==> config.mk <==
export PLATFORM = sky130hd
export DESIGN_NAME = vxe_fma_top
export DESIGN_NICKNAME = d
export VERILOG_FILES = /design/src/rtl/vxe_pkg.sv /design/src/rtl/vxe_res_if.sv /design/src/rtl/vxe_pipe.sv /design/src/rtl/vxe_mul_pipe.sv /design/src/rtl/vxe_fma_datapath.sv /design/src/rtl/vxe_result_sat.sv /design/src/rtl/vxe_fma_top.sv
export SDC_FILE = /design/constraint.sdc
export NUM_CORES = 2
export LEC_CHECK = 0
export ABC_AREA = 1
export BUFFER_PORTS_ARGS = -buffer_cell sky130_fd_sc_hd__buf_2
export CAP_MARGIN = 5
export CORE_ASPECT_RATIO = 1.2
export CORE_MARGIN = 8
export CORE_UTILIZATION = 50
export DETAILED_ROUTE_END_ITERATION = 12
export HOLD_SLACK_MARGIN = 0.1
export PLACE_DENSITY = 0.63
export SYNTH_ARGS = -nofsm -noshare
export SYNTH_HDL_FRONTEND = slang
export SYNTH_SLANG_ARGS = --single-unit
==> constraint.sdc <==
create_clock -name clk -period 11.6 [get_ports clk]
set_input_delay 1.16 -clock clk [delete_from_list [all_inputs] [get_ports clk]]
set_output_delay 1.16 -clock clk [all_outputs]
set_load 0.01 [all_outputs]
==> src/rtl/vxe_pkg.sv <==
`default_nettype none

package vxe_pkg;

  // number of fraction bits in the signed Q16.16 format
  localparam int FRAC_BITS = 16;

  // stages of the pipe that retimes the wide product
  localparam int MUL_LAT = 2;

  // edges from the input strobe to the output strobe of the whole lane
  localparam int FMA_LAT = 5;

  // signed Q16.16 operand or result
  typedef logic signed [31:0] fix_t;

  // full signed product of two fix_t values
  typedef logic signed [63:0] prod_t;

  // shifted product plus sign-extended addend, wide enough never to wrap
  typedef logic signed [48:0] wide_t;

  // tag that travels with an operation unchanged
  typedef logic [3:0] tag_t;

  // limits of the representable range, used for saturation
  localparam fix_t FIX_MAX = {1'b0, {31{1'b1}}};
  localparam fix_t FIX_MIN = {1'b1, {31{1'b0}}};

endpackage

`default_nettype wire

==> src/rtl/vxe_res_if.sv <==
`timescale 1ns/1ps
`default_nettype none

interface vxe_res_if;

  // one-cycle strobe that marks a valid sum
  logic           vld;
  // sum before saturation, with the product already shifted to Q16.16
  vxe_pkg::wide_t sum;
  vxe_pkg::tag_t  tag;
  // high while anything is still inside the datapath
  logic           busy;

  // the datapath drives all four signals
  modport src (
    output vld,
    output sum,
    output tag,
    output busy
  );

  // the saturation stage only reads them
  modport dst (
    input vld,
    input sum,
    input tag,
    input busy
  );

endinterface

`default_nettype wire

==> src/rtl/vxe_pipe.sv <==
`timescale 1ns/1ps
`default_nettype none

module vxe_pipe #(
  parameter int DATA_WIDTH = 32,
  parameter int NSTAGES    = 1
) (
  input  wire logic                  clk,
  input  wire logic                  nrst,
  output      logic                  o_busy,
  input  wire logic [DATA_WIDTH-1:0] i_data,
  input  wire logic                  i_vld,
  output      logic [DATA_WIDTH-1:0] o_data,
  output      logic                  o_vld
);

  // stage 0 is the output end, new words enter at NSTAGES-1
  logic [DATA_WIDTH-1:0] stages [NSTAGES];
  logic [NSTAGES-1:0]    vld;
  logic                  pipe_en;
  logic                  shift;
  logic                  en_next;

  // the pipe moves only while something is inside or a new word arrives
  assign shift = pipe_en | i_vld;

  // stay enabled while any valid word has still to reach the output stage
  always_comb
  begin
    en_next = i_vld;
    for (int s = 1; s < NSTAGES; s++)
    begin
      en_next = en_next | vld[s];
    end
  end

  always_ff @(posedge clk or negedge nrst)
  begin
    if (!nrst)
    begin
      vld     <= '0;
      pipe_en <= 1'b0;
    end
    else if (shift)
    begin
      vld[NSTAGES-1] <= i_vld;
      for (int s = 1; s < NSTAGES; s++)
      begin
        vld[s-1] <= vld[s];
      end
      pipe_en <= en_next;
    end
  end

  // data words follow the valid bits but hold their value once drained
  always_ff @(posedge clk)
  begin
    if (shift)
    begin
      stages[NSTAGES-1] <= i_data;
      for (int s = 1; s < NSTAGES; s++)
      begin
        stages[s-1] <= stages[s];
      end
    end
  end

  assign o_data = stages[0];
  assign o_vld  = vld[0];
  assign o_busy = pipe_en;

endmodule

`default_nettype wire

==> src/rtl/vxe_mul_pipe.sv <==
`timescale 1ns/1ps
`default_nettype none

module vxe_mul_pipe (
  input  wire logic          clk,
  input  wire logic          nrst,
  input  wire logic          i_vld,
  input  wire vxe_pkg::fix_t i_a,
  input  wire vxe_pkg::fix_t i_x,
  output      logic          o_vld,
  output vxe_pkg::prod_t     o_prod,
  output      logic          o_busy
);

  vxe_pkg::fix_t  a_q;
  vxe_pkg::fix_t  x_q;
  logic           in_vld;
  vxe_pkg::prod_t prod;
  logic           pipe_busy;

  // the valid bit of the input register is control state and is reset
  always_ff @(posedge clk or negedge nrst)
  begin
    if (!nrst)
    begin
      in_vld <= 1'b0;
    end
    else
    begin
      in_vld <= i_vld;
    end
  end

  // operands are captured only for an accepted operation
  always_ff @(posedge clk)
  begin
    if (i_vld)
    begin
      a_q <= i_a;
      x_q <= i_x;
    end
  end

  // both operands are signed, so the 64-bit product is exact
  assign prod = vxe_pkg::prod_t'(a_q) * vxe_pkg::prod_t'(x_q);

  // the registers after the multiplier give synthesis room to retime it
  vxe_pipe #(
    .DATA_WIDTH ($bits(vxe_pkg::prod_t)),
    .NSTAGES    (vxe_pkg::MUL_LAT)
  ) u_prod_pipe (
    .clk    (clk),
    .nrst   (nrst),
    .o_busy (pipe_busy),
    .i_data (prod),
    .i_vld  (in_vld),
    .o_data (o_prod),
    .o_vld  (o_vld)
  );

  // an operation sitting in the input register is in flight as well
  assign o_busy = in_vld | pipe_busy;

endmodule

`default_nettype wire

==> src/rtl/vxe_fma_datapath.sv <==
`timescale 1ns/1ps
`default_nettype none

module vxe_fma_datapath (
  input  wire logic          clk,
  input  wire logic          nrst,
  input  wire logic          i_vld,
  input  wire vxe_pkg::fix_t i_a,
  input  wire vxe_pkg::fix_t i_x,
  input  wire vxe_pkg::fix_t i_b,
  input  wire vxe_pkg::tag_t i_tag,
  vxe_res_if.src             res
);

  localparam int ADD_W = $bits(vxe_pkg::tag_t) + $bits(vxe_pkg::fix_t);

  logic             mul_vld;
  vxe_pkg::prod_t   mul_prod;
  logic             mul_busy;
  logic [ADD_W-1:0] add_data;
  logic             add_vld;
  logic             add_busy;
  vxe_pkg::fix_t    add_b;
  vxe_pkg::tag_t    add_tag;
  vxe_pkg::prod_t   prod_sh;
  vxe_pkg::wide_t   sum_d;
  vxe_pkg::wide_t   sum_q;
  vxe_pkg::tag_t    tag_q;
  logic             sum_vld;

  vxe_mul_pipe u_mul (
    .clk    (clk),
    .nrst   (nrst),
    .i_vld  (i_vld),
    .i_a    (i_a),
    .i_x    (i_x),
    .o_vld  (mul_vld),
    .o_prod (mul_prod),
    .o_busy (mul_busy)
  );

  // three stages match the input register plus the two product stages
  vxe_pipe #(
    .DATA_WIDTH (ADD_W),
    .NSTAGES    (3)
  ) u_add_pipe (
    .clk    (clk),
    .nrst   (nrst),
    .o_busy (add_busy),
    .i_data ({i_tag, i_b}),
    .i_vld  (i_vld),
    .o_data (add_data),
    .o_vld  (add_vld)
  );

  assign add_tag = add_data[ADD_W-1 -: $bits(vxe_pkg::tag_t)];
  assign add_b   = add_data[$bits(vxe_pkg::fix_t)-1:0];

  // truncate toward minus infinity by an arithmetic shift of the signed product
  assign prod_sh = mul_prod >>> vxe_pkg::FRAC_BITS;

  // the shifted product has 48 significant bits, so the low 49 keep its sign
  assign sum_d = vxe_pkg::wide_t'(prod_sh) + vxe_pkg::wide_t'(add_b);

  // both pipes carry the same strobe, so their outputs always coincide
  always_ff @(posedge clk or negedge nrst)
  begin
    if (!nrst)
    begin
      sum_vld <= 1'b0;
    end
    else
    begin
      sum_vld <= mul_vld & add_vld;
    end
  end

  always_ff @(posedge clk)
  begin
    if (mul_vld)
    begin
      sum_q <= sum_d;
      tag_q <= add_tag;
    end
  end

  assign res.vld  = sum_vld;
  assign res.sum  = sum_q;
  assign res.tag  = tag_q;
  assign res.busy = mul_busy | add_busy | sum_vld;

endmodule

`default_nettype wire

==> src/rtl/vxe_result_sat.sv <==
`timescale 1ns/1ps
`default_nettype none

module vxe_result_sat (
  input  wire logic      clk,
  input  wire logic      nrst,
  vxe_res_if.dst         res,
  output      logic      o_vld,
  output vxe_pkg::fix_t  o_res,
  output      logic      o_ovf,
  output vxe_pkg::tag_t  o_tag,
  output      logic      o_busy
);

  logic          over_hi;
  logic          over_lo;
  vxe_pkg::fix_t sat_res;

  // compare in the wide domain, the casts sign-extend the limits
  assign over_hi = res.sum > vxe_pkg::wide_t'(vxe_pkg::FIX_MAX);
  assign over_lo = res.sum < vxe_pkg::wide_t'(vxe_pkg::FIX_MIN);

  // a value exactly at a limit passes through and is not flagged
  always_comb
  begin
    if (over_hi)
    begin
      sat_res = vxe_pkg::FIX_MAX;
    end
    else if (over_lo)
    begin
      sat_res = vxe_pkg::FIX_MIN;
    end
    else
    begin
      sat_res = vxe_pkg::fix_t'(res.sum);
    end
  end

  always_ff @(posedge clk or negedge nrst)
  begin
    if (!nrst)
    begin
      o_vld <= 1'b0;
    end
    else
    begin
      o_vld <= res.vld;
    end
  end

  // result fields only change when a new sum arrives
  always_ff @(posedge clk)
  begin
    if (res.vld)
    begin
      o_res <= sat_res;
      o_ovf <= over_hi | over_lo;
      o_tag <= res.tag;
    end
  end

  // the lane is busy until the result strobe itself has gone
  assign o_busy = res.busy | o_vld;

endmodule

`default_nettype wire

==> src/rtl/vxe_fma_top.sv <==
`timescale 1ns/1ps
`default_nettype none

module vxe_fma_top (
  input  wire logic          clk,
  input  wire logic          nrst,
  input  wire logic          i_vld,
  input  wire vxe_pkg::fix_t i_a,
  input  wire vxe_pkg::fix_t i_x,
  input  wire vxe_pkg::fix_t i_b,
  input  wire vxe_pkg::tag_t i_tag,
  output      logic          o_vld,
  output vxe_pkg::fix_t      o_res,
  output      logic          o_ovf,
  output vxe_pkg::tag_t      o_tag,
  output      logic          o_busy
);

  // unsaturated sum handed from the datapath to the saturation stage
  vxe_res_if res_if ();

  // multiply, align and add, four edges deep
  vxe_fma_datapath u_datapath (
    .clk   (clk),
    .nrst  (nrst),
    .i_vld (i_vld),
    .i_a   (i_a),
    .i_x   (i_x),
    .i_b   (i_b),
    .i_tag (i_tag),
    .res   (res_if.src)
  );

  // the fifth edge clamps and registers the lane outputs
  vxe_result_sat u_sat (
    .clk    (clk),
    .nrst   (nrst),
    .res    (res_if.dst),
    .o_vld  (o_vld),
    .o_res  (o_res),
    .o_ovf  (o_ovf),
    .o_tag  (o_tag),
    .o_busy (o_busy)
  );

endmodule

`default_nettype wire

-- Yosys cells after proc, flatten, opt, wreduce, memory -nomap -nowiden
Memory sizes are Yosys's and may differ from the RTL's.
Cells that the tools add are included.
- memories kept: 2
- output and inout bits: 39
- bits in registers: 164
- RAM bits: 236
- logic and storage cells: 35
- mux-type cells: 5
- multiply operators: 1
- bitwise operators: 10
- magnitude comparators: 2
- add/subtract/negate cells: 1
- memories (memory ; words ; bits a word ; read ports ; clocked after memory_dff ; write ports ; line ; text):
    u_datapath.u_mul.u_prod_pipe.stages ; 2 ; 64 ; 2 ; 0 ; 2 ; vxe_pipe.sv:18 ; logic [DATA_WIDTH-1:0] stages [NSTAGES];
    u_datapath.u_add_pipe.stages ; 3 ; 36 ; 3 ; 0 ; 3 ; vxe_pipe.sv:18 ;
- operators with widths (operator ; number):
    multiplier 32 x 32 -> 64 bit ; 1
    adder 48 x 32 -> 49 bit ; 1
    > comparator 49 x 32 -> 1 bit, second input constant ; 1
    less-than comparator 49 x 32 -> 1 bit, second input constant ; 1
    2-to-1 mux 32 bit ; 1
    bitwise OR 1 bit ; 9
    2-to-1 mux 1 bit ; 4
    bitwise AND 1 bit ; 1

-- Logic depth before layout (Yosys ltp)
- word-level depth: 4
- mapped depth: 32
- mapped depth without buffers: 31

-- Modules after synthesis
From an unflattened synthesis, not the netlist that was laid out.
- cells, all modules: 6676
- area total of the unflattened synthesis: 56814.5 um^2
- by module, submodules not included (module ; cells an instance ; seq. area each (um^2) ; area an instance (um^2) ; times used):
    vxe_mul_pipe ; 5111 ; 1946.9 ; 40791.6 ; 1
    vxe_fma_datapath ; 992 ; 1616.6 ; 6040.8 ; 1
    vxe_pipe (u_datapath.u_mul.u_prod_pipe) ; 204 ; 3918.8 ; 4446.8 ; 1
    vxe_pipe (u_datapath.u_add_pipe) ; 162 ; 3343.2 ; 3672.3 ; 1
    vxe_result_sat ; 207 ; 1136.1 ; 1863.0 ; 1

-- Least setup slack after synthesis
OpenSTA, ideal clock, no wires.
- kind: register to register
- from: register u_datapath.u_mul.a_q[31]
- to: memory u_datapath.u_mul.u_prod_pipe.stages[0][114] (netlist bit), data pin
- stages on the path, launching flop included: 28
- buffers on the path: 1
- setup time: 252 ps
- data required time: 11348 ps
- slack: 4398 ps
- arrival time: 6950 ps
- cells stage by stage: edfxtp_1 -> clkbuf_1 -> nand2_1 -> inv_1 -> fa_1 -> inv_1 -> fa_1 -> inv_1 -> fa_1 -> fa_1 -> inv_1 -> fa_1 -> inv_1 -> fa_1 -> inv_1 -> fa_1 -> inv_1 -> fa_1 -> ha_1 -> nand2_1 -> nor2_1 -> inv_1 -> nor2_2 -> inv_1 -> nor4_2 -> nand2_1 -> nand3_1 -> nand2_1
- RTL lines (item ; line ; text):
    from (decl) ; vxe_mul_pipe.sv:15 ; vxe_pkg::fix_t a_q;
    from (signal assigned) ; vxe_mul_pipe.sv:39 ; a_q <= i_a;
    to (decl) ; vxe_pipe.sv:18 ;

==> out/results.tsv <==
metric	value	unit
Hold Violations, Final	0	
cells along the critical path	nand2_1, inv_1, fa_1, fa_1, fa_1, fa_1, inv_1, fa_1, inv_1, fa_1, inv_1, fa_1, inv_1, fa_1, ha_1, a21oi_1, o21ai_0, nand2_1, nand2_1, o21bai_1, a21oi_1, nand2_1, nand2_1, nand2_1	
critical path data required time	11.99	ns
Slew HR	21.13	%
CP Launch Type	flop	
Post-synth EDFFs	358	
WL final	148200	um
Nets	7484	
Starting Density	50.19	%
Tcrit/Tclk final	73.23	%
first-pass GRT wire length	236400	um
Clock transition at path regs	0.07	ns
CP Class	flop to flop	
Synth Net Count	7426	
die height	372.8	um
worst reg2reg setup slack	3.11	ns
clk root buf	clkbuf_16	
routed length on met1	58090	um
RR Startpoint	u_datapath.u_mul.x_q[4]	
Seq cells post-synth	368	
drt first pass iters	5	
vias	38230	
Starting DRT DRC Count	2590	
initial antenna violation count	1	
Post-synth ARST share	2.717	%
gpl congestion	0.9650	
Worst R2R Path Depth	24	
Worst-Skew Late Latency	0.65	ns
dpl hpwl	122700	um
worst path arrival time	8.88	ns
die area	116800	um^2
Cell variety after synth	41	
GRT Total Usage	25.91	%
actual slew at the worst max-slew pin	1.183	ns
syn_area_per_cell	8.824	um^2
peak fanout along the critical path	32	
Final Slew Violations	0	
Final Setup Violations	0	
synthesized cell area	53060	um^2
Critical Path Slowest Stage Cell	edfxtp_1	
Sequential Area	11000	um^2
Layout area overhead	7.098	%
CP endpoint kind	flop	
fillers	9799	
DRC Markers	0	
Die Wd	313.4	um
Cells after Synth	6013	
Crit path top cell by count	fa_1	
DR WL met3	7974	um
Clock Skew	0.06913	ns
share of cells above drive strength 1	5.470	%
vias per cell	5.096	
TNS Setup	0	ns
sequential element share of the synthesized area	20.73	%
H-tree levels	2	
Highest Clock Rate	0.1177	GHz
worst setup path end	u_datapath.u_mul.u_prod_pipe.stages[0][120]	
Routed Antenna Nets	0	
ANT cells	0	
largest net degree at the start of global routing	64	
DR WL met2	75670	um
multi-input logic area	34790	um^2
CTS sink cnt	368	
total congestion overflow	0	
vias in the first global route	42130	
Top FF cell, synth	edfxtp_1	
# port buffers	141	
post-CTS setup buffer count	0	
Final min period	8.494	ns
post-CTS resize count	0	
# IOs	142	
Worst path max stage delay	1.13	ns
CTS tree	done	
status	finished clean	
# rows	131	
total CTS buffers	44	
uppermost layer routed	met5	
Synth Warn #	0	
RSZ-0062 raised after global routing	no	
DR WL/cell	19.76	um
worst min path class	input port to async pin	
MaxCap Viol Count	0	
RR Endpoint	u_datapath.u_mul.u_prod_pipe.stages[0][120]	
core area	105700	um^2
number of hold buffers added after cts	0	
CP startpoint	u_datapath.u_mul.x_q[4]	
CTS max path bufs	3	
[worst max-delay path: cells and delay by family, from the launching register on]
family	cells	cell delay (ns)
buf+inv	5	0.65
fa+ha+maj	9	5.16
flops	1	1.13
simple gates	6	0.46
compound gates	4	0.84
[synth_stat cells (2+ instances only)]
master | number | share of area [%]
a21boi_0 | 4 | 0.057
a21o_1 | 6 | 0.085
a21oi_1 | 164 | 1.5
a21oi_2 | 3 | 0.050
a31oi_1 | 7 | 0.083
and3_1 | 4 | 0.047
buf_1 | 4 | 0.028
buf_2 | 3 | 0.028
clkbuf_1 | 192 | 1.4
dfrtp_1 | 10 | 0.47
edfxtp_1 | 358 | 20
fa_1 | 1082 | 41
ha_1 | 228 | 5.4
inv_1 | 1727 | 12
inv_2 | 10 | 0.071
nand2_1 | 1539 | 11
nand2_2 | 6 | 0.071
nand3_1 | 94 | 0.89
nand3_2 | 2 | 0.038
nand4_1 | 34 | 0.40
nor2_1 | 277 | 2.0
nor2_2 | 11 | 0.13
nor3_1 | 14 | 0.13
nor3_2 | 4 | 0.075
nor4_1 | 4 | 0.047
nor4_2 | 5 | 0.12
o21a_1 | 2 | 0.028
o21ai_0 | 96 | 0.91
o21ai_1 | 21 | 0.20
o21ai_2 | 3 | 0.050
o21bai_1 | 18 | 0.25
or2_2 | 7 | 0.083
xnor2_1 | 22 | 0.36
xor2_1 | 45 | 0.74
[placed cells by master (no fill, tap or decap), types with 5 or more instances in the layout]
cell / synthesis / routed
nand3_1: 94 / 94
a21o_1: 6 / 6
or2_2: 7 / 7
nor4_2: 5 / 5
clkbuf_16: 0 / 44
xnor2_1: 22 / 22
xor2_1: 45 / 45
buf_2: 3 / 140
dfrtp_1: 10 / 9
bufinv_16: 0 / 8
ha_1: 228 / 228
fa_1: 1082 / 1082
nor2_2: 11 / 11
inv_2: 10 / 10
nand2_2: 6 / 6
o21ai_1: 21 / 21
nand4_1: 34 / 34
buf_4: 0 / 71
o21ai_0: 96 / 96
nor3_1: 14 / 14
a31oi_1: 7 / 7
nor2_1: 277 / 277
clkinv_1: 0 / 5
edfxtp_1: 358 / 358
inv_1: 1727 / 1725
o21bai_1: 18 / 18
clkbuf_1: 192 / 9
nand2_1: 1539 / 1539
a21oi_1: 164 / 164
[through the flow]
stage / instances / setup WS (ns) / hold WS, ns / util (%) / cell area, um^2
after global routing: 7502 / 2.503 / 0.3781 / 53.75 / 56820
after global placement: 7421 / 3.217 / 0.4005 / 52.30 / 55290
after detailed placement: 7421 / 3.116 / 0.4045 / 52.30 / 55290
after floorplan: 6013 / 4.398 / 0.4003 / - / 53060
after CTS: 7502 / 3.074 / 0.3388 / 53.75 / 56820
final: 7502 / 3.106 / 0.3778 / 53.75 / 56820
[worst min-delay path by stage]
stage | slack [ns] | cells after the start | startpoint | endpoint
2_1_floorplan | 0.40 | 0 | u_datapath.u_add_pipe.stages[0][32] | u_datapath.res.tag[0]
3_3_place_gp | 0.40 | 0 | u_datapath.u_mul.u_prod_pipe.stages[0][99] | u_datapath.u_mul.u_prod_pipe.stages[0][35]
3_5_place_dp | 0.40 | 0 | u_datapath.u_add_pipe.stages[0][58] | u_datapath.u_add_pipe.stages[0][22]
4_1_cts | 0.34 | 1 | nrst | u_datapath.u_add_pipe.vld[2]
5_1_grt | 0.38 | 1 | nrst | u_datapath.u_add_pipe.vld[2]
6_report | 0.38 | 1 | nrst | u_datapath.u_add_pipe.vld[2]
[logic make-up after synthesis]
group                      Yosys count  synth area share [%]
AOI/OAI and AO/OA                  328                 3.342
xor gates and xnor gates            67                 1.106
adders and majority gates         1310                 46.20
buffers and inverters             1936                 13.70
DFF                                368                 20.73
and+or+nand+nor                   2004                 14.91
[state kept, by name (all words and copies together), names as in the netlist, 3 cells and up]
name and count:
u_datapath.res.sum 49, u_datapath.u_add_pipe.stages 108, u_datapath.u_mul.a_q 32, u_sat.o_res 32
u_sat.o_tag 4, u_datapath.u_mul.x_q 32, u_datapath.res.tag 4, u_datapath.u_add_pipe.vld 3
u_datapath.u_mul.u_prod_pipe.stages 96
[metal layers]
| layer | vias up | GRT usage [%] |
|---|---|---|
| met3 | 313 | 3.124 |
| met4 | 2 | 9.901 |
| li1 | 17460 | - |
| met2 | 1220 | 46.35 |
| met1 | 19230 | 31.93 |
| met5 | - | 0 |
[cell type report]
| cell class | count | share of cell area [%] |
|---|---|---|
| clock buffer | 53 | 1.997 |
| timing repair buffer | 211 | 2.171 |
| clock inverter | 28 | 0.6980 |
| inverter | 1737 | 11.48 |
| tap | 1396 | 3.074 |
| multi-input combinational | 3709 | 61.22 |
| sequential | 368 | 19.36 |
Power is left out: the tool's default activity adds up to more than one toggle a clock period on the data nets, which glitch-free logic cannot reach.
